===== config.mk =====
export PLATFORM = sky130hd
export DESIGN_NAME = apuTop
export DESIGN_NICKNAME = d
export VERILOG_FILES = /design/src/source/apuPkg.sv /design/src/source/apuRegBus.sv /design/src/source/apuTop.sv /design/src/source/apuControl.sv /design/src/source/squareChannel.sv /design/src/source/lengthCounter.sv /design/src/source/envelopeUnit.sv
export VERILOG_INCLUDE_DIRS = /design/src /design/src/source
export SDC_FILE = /design/constraint.sdc
export NUM_CORES = 1
export LEC_CHECK = 0
export BUFFER_PORTS_ARGS = -buffer_cell sky130_fd_sc_hd__buf_2
export CORE_MARGIN = 8
export CORE_UTILIZATION = 48
export DETAILED_ROUTE_END_ITERATION = 6
export PLACE_DENSITY = 0.65
export SETUP_SLACK_MARGIN = 0.05
export SYNTH_ARGS = -nofsm -noshare
export SYNTH_HDL_FRONTEND = slang
export SYNTH_HIERARCHICAL = 1
export SYNTH_SLANG_ARGS = --single-unit
export TNS_END_PERCENT = 30

===== constraint.sdc =====
create_clock -name i_rewind_time_to_save -period 9.97 [get_ports i_rewind_time_to_save]
set_clock_uncertainty 0.15 [all_clocks]
set_input_delay 0.997 -clock i_rewind_time_to_save [delete_from_list [all_inputs] [get_ports i_rewind_time_to_save]]
set_output_delay 0.997 -clock i_rewind_time_to_save [all_outputs]
set_load 0.02 [all_outputs]

===== src/source/apu_consts.svh =====
/* Sound generator constants */

`ifndef APU_CONSTS_SVH
`define APU_CONSTS_SVH

// ---------------------------------------------------------------------------
// Frame sequencer step points in enabled cycles
// ---------------------------------------------------------------------------
`define APU_FRAME_WIDTH 16
`define APU_STEP1 16'd7457
`define APU_STEP2 16'd14913
`define APU_STEP3 16'd22371
`define APU_STEP4 16'd29829   // Last step of 4-step mode
`define APU_STEP5 16'd37281   // Last step of 5-step mode

// ---------------------------------------------------------------------------
// Register map and bus widths
// ---------------------------------------------------------------------------
`define APU_ADDR_WIDTH 5
`define APU_DATA_WIDTH 8
`define APU_REG_ENABLE 5'h15  // Channel enable and status read
`define APU_REG_FRAME 5'h17   // Frame mode and IRQ inhibit

// Channel limits
`define APU_ENV_MAX 4'd15
`define APU_MIN_PERIOD 8'd8   // Compared against period bits 10..3

`endif

===== src/source/apuPkg.sv =====
/* Sound generator types */

package apuPkg;

  // Sample or volume level
  typedef logic [3:0] volume_t;

  // Channel timer period of 11 bits as written by the CPU
  typedef logic [10:0] timerPeriod_t;

  typedef logic [7:0] lengthCount_t;

  // Register offset within one pulse channel
  typedef logic [1:0] regIndex_t;

  // One-cycle frame sequencer pulses
  typedef struct packed {
    logic quarter;   // Envelope clock
    logic half;      // Length and sweep clock
  } frameClocks_t;

  // Duty field of register 0
  typedef enum logic [1:0] {
    DUTY_12 = 2'd0,
    DUTY_25 = 2'd1,
    DUTY_50 = 2'd2,
    DUTY_75N = 2'd3  // 25% inverted
  } dutyMode_t;

endpackage


===== src/source/apuRegBus.sv =====
/* Channel register write bus */

`timescale 1ns/1ns
`include "apu_consts.svh"

interface apuRegBus;

  logic ce;
  logic pulse1Write;   // Address 0..3
  logic pulse2Write;   // Address 4..7
  apuPkg::regIndex_t regIndex;
  logic [`APU_DATA_WIDTH-1:0] data;

  modport control (
    output ce,
    output pulse1Write,
    output pulse2Write,
    output regIndex,
    output data
  );

  modport channel (
    input ce,
    input pulse1Write,
    input pulse2Write,
    input regIndex,
    input data
  );

endinterface


===== src/source/apuTop.sv =====
/* Two-channel pulse sound generator */

`timescale 1ns/1ns
`include "apu_consts.svh"

module apuTop (
  input  logic                       i_rewind_time_to_save,
  input  logic                       reset,
  input  logic                       i_ce,
  input  logic                       i_write,
  input  logic                       i_read,
  input  logic [`APU_ADDR_WIDTH-1:0] i_addr,
  input  logic [`APU_DATA_WIDTH-1:0] i_writeData,
  output logic [`APU_DATA_WIDTH-1:0] o_status,
  output logic                       o_irq,
  output apuPkg::volume_t            o_pulse1Sample,
  output apuPkg::volume_t            o_pulse2Sample
);

  apuPkg::frameClocks_t frameClocks;
  logic [1:0] channelEnable;
  logic [1:0] lengthActive;    // Bit 0 is pulse 1

  apuRegBus regBus ();

  apuControl i_apuControl (
    .i_rewind_time_to_save(i_rewind_time_to_save),
    .reset(reset),
    .i_ce(i_ce),
    .i_write(i_write),
    .i_read(i_read),
    .i_addr(i_addr),
    .i_writeData(i_writeData),
    .regBus(regBus.control),
    .o_frameClocks(frameClocks),
    .o_channelEnable(channelEnable),
    .i_lengthActive(lengthActive),
    .o_status(o_status),
    .o_irq(o_irq)
  );

  squareChannel #(.CHANNEL_INDEX(0)) i_pulse1 (
    .i_rewind_time_to_save(i_rewind_time_to_save),
    .reset(reset),
    .regBus(regBus.channel),
    .i_frameClocks(frameClocks),
    .i_enable(channelEnable[0]),
    .o_lengthActive(lengthActive[0]),
    .o_sample(o_pulse1Sample)
  );

  squareChannel #(.CHANNEL_INDEX(1)) i_pulse2 (
    .i_rewind_time_to_save(i_rewind_time_to_save),
    .reset(reset),
    .regBus(regBus.channel),
    .i_frameClocks(frameClocks),
    .i_enable(channelEnable[1]),
    .o_lengthActive(lengthActive[1]),
    .o_sample(o_pulse2Sample)
  );

endmodule


===== src/source/apuControl.sv =====
/* Register decode and frame sequencer */

`timescale 1ns/1ns
`include "apu_consts.svh"

module apuControl (
  input  logic                       i_rewind_time_to_save,
  input  logic                       reset,
  input  logic                       i_ce,
  input  logic                       i_write,
  input  logic                       i_read,
  input  logic [`APU_ADDR_WIDTH-1:0] i_addr,
  input  logic [`APU_DATA_WIDTH-1:0] i_writeData,
  apuRegBus.control                  regBus,
  output apuPkg::frameClocks_t       o_frameClocks,
  output logic [1:0]                 o_channelEnable,
  input  logic [1:0]                 i_lengthActive,
  output logic [`APU_DATA_WIDTH-1:0] o_status,
  output logic                       o_irq
);

  logic enableWrite;
  logic frameWrite;
  logic statusRead;
  logic frameMode;      // 1 selects 5-step
  logic irqInhibit;
  logic frameFlag;
  logic frameIrq;
  logic flagSet;
  logic flagClear;
  logic frameWrap;
  logic [`APU_FRAME_WIDTH-1:0] frameCount;
  apuPkg::frameClocks_t stepClocks;

  // ---------------------------------------------------------------------------
  // Address decode onto the channel bus
  // ---------------------------------------------------------------------------
  assign regBus.ce = i_ce;
  assign regBus.pulse1Write = i_write && (i_addr[4:2] == 3'd0);
  assign regBus.pulse2Write = i_write && (i_addr[4:2] == 3'd1);
  assign regBus.regIndex = i_addr[1:0];
  assign regBus.data = i_writeData;

  assign enableWrite = i_write && (i_addr == `APU_REG_ENABLE);
  assign frameWrite = i_write && (i_addr == `APU_REG_FRAME);
  assign statusRead = i_read && (i_addr == `APU_REG_ENABLE);

  // Step matches on the current count
  always_comb begin
    stepClocks = '0;
    frameWrap = 1'b0;
    case (frameCount)
      `APU_STEP1, `APU_STEP3: stepClocks.quarter = 1'b1;
      `APU_STEP2: begin
        stepClocks.quarter = 1'b1;
        stepClocks.half = 1'b1;
      end
      `APU_STEP4: begin
        if (!frameMode) begin
          stepClocks = '{quarter: 1'b1, half: 1'b1};
          frameWrap = 1'b1;
        end
      end
      `APU_STEP5: begin
        if (frameMode) begin
          stepClocks = '{quarter: 1'b1, half: 1'b1};
          frameWrap = 1'b1;
        end
      end
      default: ;
    endcase
  end

  assign flagSet = frameWrap && !frameMode;  // Only the 4-step wrap raises it
  assign flagClear = statusRead || (frameWrite && i_writeData[6]);

  // ---------------------------------------------------------------------------
  // Frame counter, interrupt flag and control registers
  // ---------------------------------------------------------------------------
  always_ff @(posedge i_rewind_time_to_save) begin
    if (reset) begin
      frameCount <= '0;
      o_frameClocks <= '0;
      frameMode <= 1'b0;
      irqInhibit <= 1'b0;
      frameFlag <= 1'b0;
      o_channelEnable <= '0;
    end else if (i_ce) begin
      o_frameClocks <= stepClocks;
      frameCount <= frameWrap ? '0 : frameCount + 1'b1;

      if (flagSet)
        frameFlag <= 1'b1;
      else if (flagClear)
        frameFlag <= 1'b0;

      if (enableWrite)
        o_channelEnable <= i_writeData[1:0];

      if (frameWrite) begin
        frameMode <= i_writeData[7];
        irqInhibit <= i_writeData[6];
        frameCount <= '0;
        if (i_writeData[7])
          o_frameClocks <= '{quarter: 1'b1, half: 1'b1};  // 5-step clocks at once
      end
    end
  end

  assign frameIrq = frameFlag && !irqInhibit;
  assign o_irq = frameIrq;
  assign o_status = {1'b0, frameIrq, 4'b0000, i_lengthActive};

endmodule


===== src/source/squareChannel.sv =====
/* Pulse channel */

`timescale 1ns/1ns
`include "apu_consts.svh"

module squareChannel #(
  parameter int CHANNEL_INDEX = 0   // 0 is pulse 1, 1 is pulse 2
) (
  input  logic                 i_rewind_time_to_save,
  input  logic                 reset,
  apuRegBus.channel            regBus,
  input  apuPkg::frameClocks_t i_frameClocks,
  input  logic                 i_enable,
  output logic                 o_lengthActive,
  output apuPkg::volume_t      o_sample
);

  logic chanWrite;
  logic lengthLoad;

  // Register 0
  apuPkg::dutyMode_t duty;
  logic envLoop;        // Also halts the length counter
  logic constVolume;
  apuPkg::volume_t volume;

  // Register 1
  logic sweepEnable;
  logic [2:0] sweepPeriod;
  logic sweepNegate;
  logic [2:0] sweepShift;
  logic sweepReload;
  logic [2:0] sweepDivider;

  apuPkg::timerPeriod_t period;
  logic [11:0] timer;
  logic [2:0] seqPos;

  logic [10:0] shiftedPeriod;
  logic [10:0] sweepDelta;
  logic [11:0] sweepTarget;
  logic periodValid;
  logic dutyOn;
  apuPkg::volume_t envLevel;

  assign chanWrite = (CHANNEL_INDEX == 0) ? regBus.pulse1Write : regBus.pulse2Write;
  assign lengthLoad = chanWrite && (regBus.regIndex == 2'd3);

  // ---------------------------------------------------------------------------
  // Sweep target and period check
  // ---------------------------------------------------------------------------
  assign shiftedPeriod = period >> sweepShift;
  // Pulse 1 negates in ones' complement, pulse 2 in two's complement
  assign sweepDelta = sweepNegate ? (~shiftedPeriod + 11'(CHANNEL_INDEX)) : shiftedPeriod;
  assign sweepTarget = {1'b0, period} + {1'b0, sweepDelta};
  assign periodValid = (period[10:3] >= `APU_MIN_PERIOD) && (sweepNegate || !sweepTarget[11]);

  always_ff @(posedge i_rewind_time_to_save) begin
    if (reset) begin
      duty <= apuPkg::DUTY_12;
      envLoop <= 1'b0;
      constVolume <= 1'b0;
      volume <= '0;
      sweepEnable <= 1'b0;
      sweepPeriod <= '0;
      sweepNegate <= 1'b0;
      sweepShift <= '0;
      sweepReload <= 1'b0;
      sweepDivider <= '0;
      period <= '0;
      timer <= '0;
      seqPos <= '0;
    end else if (regBus.ce) begin
      // Timer runs at half rate through the doubled reload
      if (timer == '0) begin
        timer <= {period, 1'b0};
        seqPos <= seqPos - 1'b1;
      end else begin
        timer <= timer - 1'b1;
      end

      if (i_frameClocks.half) begin
        if (sweepDivider == '0) begin
          sweepDivider <= sweepPeriod;
          if (sweepEnable && sweepShift != '0 && periodValid)
            period <= sweepTarget[10:0];
        end else begin
          sweepDivider <= sweepDivider - 1'b1;
        end
        if (sweepReload)
          sweepDivider <= sweepPeriod;
        sweepReload <= 1'b0;
      end

      // Register writes take priority over the clocking above
      if (chanWrite) begin
        case (regBus.regIndex)
          2'd0: begin
            duty <= apuPkg::dutyMode_t'(regBus.data[7:6]);
            envLoop <= regBus.data[5];
            constVolume <= regBus.data[4];
            volume <= regBus.data[3:0];
          end
          2'd1: begin
            sweepEnable <= regBus.data[7];
            sweepPeriod <= regBus.data[6:4];
            sweepNegate <= regBus.data[3];
            sweepShift <= regBus.data[2:0];
            sweepReload <= 1'b1;
          end
          2'd2: period[7:0] <= regBus.data;
          default: begin
            period[10:8] <= regBus.data[2:0];
            seqPos <= '0;               // Restart the duty cycle
          end
        endcase
      end
    end
  end

  // Duty step decode
  always_comb begin
    case (duty)
      apuPkg::DUTY_12: dutyOn = (seqPos == 3'd7);
      apuPkg::DUTY_25: dutyOn = (seqPos >= 3'd6);
      apuPkg::DUTY_50: dutyOn = (seqPos >= 3'd4);
      default:         dutyOn = (seqPos < 3'd6);
    endcase
  end

  assign o_sample = (!o_lengthActive || !periodValid || !dutyOn) ? '0 :
                    (constVolume ? volume : envLevel);

  envelopeUnit i_envelope (
    .i_rewind_time_to_save(i_rewind_time_to_save),
    .reset(reset),
    .i_ce(regBus.ce),
    .i_quarterFrame(i_frameClocks.quarter),
    .i_restart(lengthLoad),
    .i_loop(envLoop),
    .i_divider(volume),
    .o_level(envLevel)
  );

  lengthCounter i_length (
    .i_rewind_time_to_save(i_rewind_time_to_save),
    .reset(reset),
    .i_ce(regBus.ce),
    .i_load(lengthLoad),
    .i_loadIndex(regBus.data[7:3]),
    .i_halfFrame(i_frameClocks.half),
    .i_halt(envLoop),
    .i_enable(i_enable),
    .o_active(o_lengthActive)
  );

endmodule


===== src/source/lengthCounter.sv =====
/* Length counter with value table */

`timescale 1ns/1ns

module lengthCounter (
  input  logic       i_rewind_time_to_save,
  input  logic       reset,
  input  logic       i_ce,
  input  logic       i_load,
  input  logic [4:0] i_loadIndex,
  input  logic       i_halfFrame,
  input  logic       i_halt,
  input  logic       i_enable,
  output logic       o_active
);

  // ---------------------------------------------------------------------------
  // Length values indexed by register 3 bits 7..3
  // ---------------------------------------------------------------------------
  localparam apuPkg::lengthCount_t lengthTable [32] = '{
    8'h0A, 8'hFE, 8'h14, 8'h02, 8'h28, 8'h04, 8'h50, 8'h06,
    8'hA0, 8'h08, 8'h3C, 8'h0A, 8'h0E, 8'h0C, 8'h1A, 8'h0E,
    8'h0C, 8'h10, 8'h18, 8'h12, 8'h30, 8'h14, 8'h60, 8'h16,
    8'hC0, 8'h18, 8'h48, 8'h1A, 8'h10, 8'h1C, 8'h20, 8'h1E
  };

  apuPkg::lengthCount_t count;

  assign o_active = (count != '0);

  always_ff @(posedge i_rewind_time_to_save) begin
    if (reset) begin
      count <= '0;
    end else if (i_ce) begin
      if (!i_enable) begin
        count <= '0;                      // Held clear while disabled
      end else if (i_load) begin
        count <= lengthTable[i_loadIndex];
      end else if (i_halfFrame && !i_halt && count != '0) begin
        count <= count - 1'b1;
      end
    end
  end

endmodule


===== src/source/envelopeUnit.sv =====
/* Envelope generator */

`timescale 1ns/1ns
`include "apu_consts.svh"

module envelopeUnit (
  input  logic            i_rewind_time_to_save,
  input  logic            reset,
  input  logic            i_ce,
  input  logic            i_quarterFrame,
  input  logic            i_restart,       // Register 3 write
  input  logic            i_loop,
  input  apuPkg::volume_t i_divider,
  output apuPkg::volume_t o_level
);

  logic startFlag;
  apuPkg::volume_t dividerCount;
  apuPkg::volume_t decayLevel;

  assign o_level = decayLevel;

  always_ff @(posedge i_rewind_time_to_save) begin
    if (reset) begin
      startFlag <= 1'b0;
      dividerCount <= '0;
      decayLevel <= '0;
    end else if (i_ce) begin
      if (i_quarterFrame) begin
        if (startFlag) begin
          // Deferred restart from the last register 3 write
          startFlag <= 1'b0;
          dividerCount <= i_divider;
          decayLevel <= `APU_ENV_MAX;
        end else if (dividerCount == '0) begin
          dividerCount <= i_divider;
          if (decayLevel != '0)
            decayLevel <= decayLevel - 1'b1;
          else if (i_loop)
            decayLevel <= `APU_ENV_MAX;  // Sawtooth when looping
        end else begin
          dividerCount <= dividerCount - 1'b1;
        end
      end

      // New restart request outranks the clear above
      if (i_restart)
        startFlag <= 1'b1;
    end
  end

endmodule


==> results_dict.tcl <==
set metrics [dict create \
    place_hpwl_mm 20.6 \
    worst_pin_slew_ns 1.18 \
    design_area_um2 12200 \
    grt_max_degree 79 \
    setup_viol 0 \
    cp-start-kind "register" \
    route.vias.total 10571 \
    r2r_slack_ns 4.53 \
    fin_tns_setup_ns 0 \
    worstSetupPathType "reg2out" \
    grt_pass1_wl_mm 49.9 \
    hold_class "reg2reg" \
    rsz0062_at_grt "false" \
    hold_ws_ns 0.305 \
    antenna_found_initial 0 \
    cts_max_level 4 \
    fill_cells 2316 \
    grt_pass1_vias 9861 \
    io_buffers 29 \
    cap_violations 0 \
    status "finished, final reports clean" \
    fin_crit_sh_pct 60.9 \
    power_density_nw_per_um2 160 \
    drc 0 \
    hold_violations 0 \
    endpoint_kind "output pin" \
    final_nets 1496 \
    cts-root-buf "clkbuf_16" \
    cts.sinks 149 \
    place_congestion 0.848 \
    drtIter0Drc 727 \
    numCtsBuffers 17 \
    arrival_ns 4.92 \
    layout-drive-gt1-share_pct 8.82 \
    ir_worst_vdd_v 0.000103 \
    ant_nets 0 \
    synth_area_um2 11500 \
    dieWidth_um 171 \
    yosys_most_used_dff "dfxtp_1" \
    viasPerCell 6.05 \
    clock_latency_ns 0.42 \
    wl_per_cell_um 17.0 \
    hold_buffers 0 \
    num_rows 56 \
    dpl-instance-area_um2 11600 \
    gr-usage-all-layers_pct 20.5 \
    total_leakage_power_nw 4.42 \
    coreArea_um2 23500 \
    yosysWarnings 6 \
    die-height_um 171 \
    fin_crit_ns 6.07 \
    syn2layout_area_growth_pct 5.40 \
    clkTransAtPathRegs_ns 0.06 \
    synth_cell_types 114 \
    cp.required_ns 8.82 \
    critPathMaxFanout 22 \
    slew_viol_final 0 \
    synth_edf_count 0 \
    yosysSeqAreaShare_pct 25.9 \
    syn_inst 1464 \
    die_area_um2 29200 \
    cts_setup_buffers 0 \
    initial_utilization_pct 49.0 \
    syn_area_per_cell_um2 7.88 \
    antenna_cells 0 \
    cts-resized-gates 0 \
    max_freq_mhz 165 \
    synthArstFlopShare_pct 0 \
    cts_tree "built" \
    ios 35 \
    wl_mm 29.7 \
    clockBufferDepth 2 \
    slew_headroom_pct 21.3 \
    dr.pass1.iters 6 \
    ys_seq_elements 149 \
    grt-ovfl-total 0 \
]
[worst max-delay path, stage by stage, from the launching register on]
cell and delay, ns:
dfxtp_1 0.88, mux4_2 0.62, or2_1 0.27, a2111oi_4 0.49, a41oi_1 0.18, o31a_1 0.31, a31o_1 0.18, ha_1 0.32
nand4_1 0.11, nor3b_1 0.06, a311o_1 0.37, a21oi_1 0.18, o211ai_1 0.22, nor2_1 0.14, buf_2 0.17
[placed cells by master (no fill, tap or decap), types with 11 or more instances in the layout]
cell type,instances
o21ai_0,68
o22ai_1,14
nand2b_1,23
nand2_1,133
ha_1,59
or3_1,15
inv_1,73
o211ai_1,11
nand4_1,23
nand3_1,42
nor4_1,15
xor2_1,22
a31oi_1,18
nor2b_1,17
buf_2,27
nand3b_1,12
clkbuf_16,17
mux2i_1,54
nor3b_1,11
o31ai_1,14
a21oi_1,97
dfxtp_1,149
xnor2_1,22
a211oi_1,35
nor2_1,143
nor3_1,31
a21o_1,13
[flip-flops by register name, summed over array words and instances (netlist names), 4 cells and up]
signal                            count
i_apuControl/frameCount              16
i_pulse1/timer                       12
i_pulse2/timer                       12
i_pulse1/period                      11
i_pulse2/period                      11
i_pulse1/i_length/count               8
i_pulse2/i_length/count               8
i_pulse1/i_envelope/dividerCount      4
i_pulse1/i_envelope/o_level           4
i_pulse1/volume                       4
i_pulse2/i_envelope/dividerCount      4
i_pulse2/i_envelope/o_level           4
i_pulse2/volume                       4
[final cells by class]
| cell class | instances | area, µm² | area share, % |
|---|---|---|---|
| clock buffers | 18 | 429 | 3.53 |
| clock inverters | 12 | 131 | 1.08 |
| inverters | 78 | 293 | 2.41 |
| multi-input cells | 1138 | 7740 | 63.7 |
| flip-flops and latches | 149 | 2980 | 24.5 |
| well taps | 319 | 399 | 3.28 |
| repair buffers | 33 | 180 | 1.48 |
[cells by family after synthesis]
logic type / synth area share, %
AND/OR/NAND/NOR: 26.4
other: 0.0325
adder cells (fa/ha/maj): 6.75
multiplexers: 5.96
AO/OA/AOI/OAI: 24.4
buffers and inverters: 7.26
XOR/XNOR: 3.34
flip-flops: 25.9
[metrics by stage]
| stage | power, mW | util, % | worst slack, ns | cells |
|---|---|---|---|---|
| final | 1.95 | 51.6 | 3.90 | 1747 |
| after global routing | 2.08 | 51.6 | 3.60 | 1747 |
| after CTS | 1.96 | 51.6 | 3.91 | 1747 |
| after detailed placement | 1.33 | 49.3 | 4.37 | 1717 |
| after global placement | 1.32 | 49.3 | 4.47 | 1717 |
| after floorplan | 1.23 | - | 5.16 | 1468 |
[synthesized netlist by cell type, types with 10 or more instances]
| master | count | area (µm²) |
|---|---|---|
| a211oi_1 | 35 | 263 |
| a21o_1 | 13 | 97.6 |
| a21oi_1 | 97 | 485 |
| a221oi_1 | 10 | 87.6 |
| a22oi_1 | 10 | 75.1 |
| a31oi_1 | 18 | 113 |
| and3_1 | 10 | 62.6 |
| buf_2 | 24 | 120 |
| buf_4 | 19 | 143 |
| clkbuf_1 | 45 | 169 |
| dfxtp_1 | 149 | 2980 |
| ha_1 | 59 | 738 |
| inv_1 | 73 | 274 |
| mux2i_1 | 54 | 541 |
| nand2_1 | 133 | 499 |
| nand2b_1 | 23 | 144 |
| nand3_1 | 42 | 210 |
| nand3b_1 | 12 | 90.1 |
| nand4_1 | 23 | 144 |
| nor2_1 | 143 | 537 |
| nor2b_1 | 17 | 106 |
| nor3_1 | 31 | 155 |
| nor3b_1 | 11 | 82.6 |
| nor4_1 | 16 | 100 |
| nor4b_1 | 10 | 87.6 |
| o211ai_1 | 11 | 82.6 |
| o21a_1 | 10 | 75.1 |
| o21ai_0 | 68 | 340 |
| o22ai_1 | 14 | 87.6 |
| o31ai_1 | 14 | 105 |
| or3_1 | 15 | 93.8 |
| xnor2_1 | 22 | 193 |
| xor2_1 | 22 | 193 |
[final timing paths]
path / from / end / depth (start not counted)
worst max-delay path: i_pulse2/sweepShift[1] / o_pulse2Sample[0] / 14
worst min-delay path: i_pulse1/sweepPeriod[0] / i_pulse1/sweepPeriod[0] / 2
worst max register to register: i_pulse2/sweepShift[1] / i_pulse2/period[3] / 13
worst min register to register: i_pulse1/sweepPeriod[0] / i_pulse1/sweepPeriod[0] / 2
[power breakdown]
| group | internal [mW] | switching [mW] |
|---|---|---|
| clock | 0.366 | 0.257 |
| combinational | 0.239 | 0.364 |
| sequential | 0.655 | 0.0682 |
[layer usage]
metal  global-route usage (%)  up-vias  wire length (µm)
li1                         -     5280                 -
met1                     27.9     5021             14300
met2                     33.3      234             13800
met3                     3.23       36              1220
met4                     5.52        0               469
met5                        0        -                 0
(Power assumes the default switching activity.)
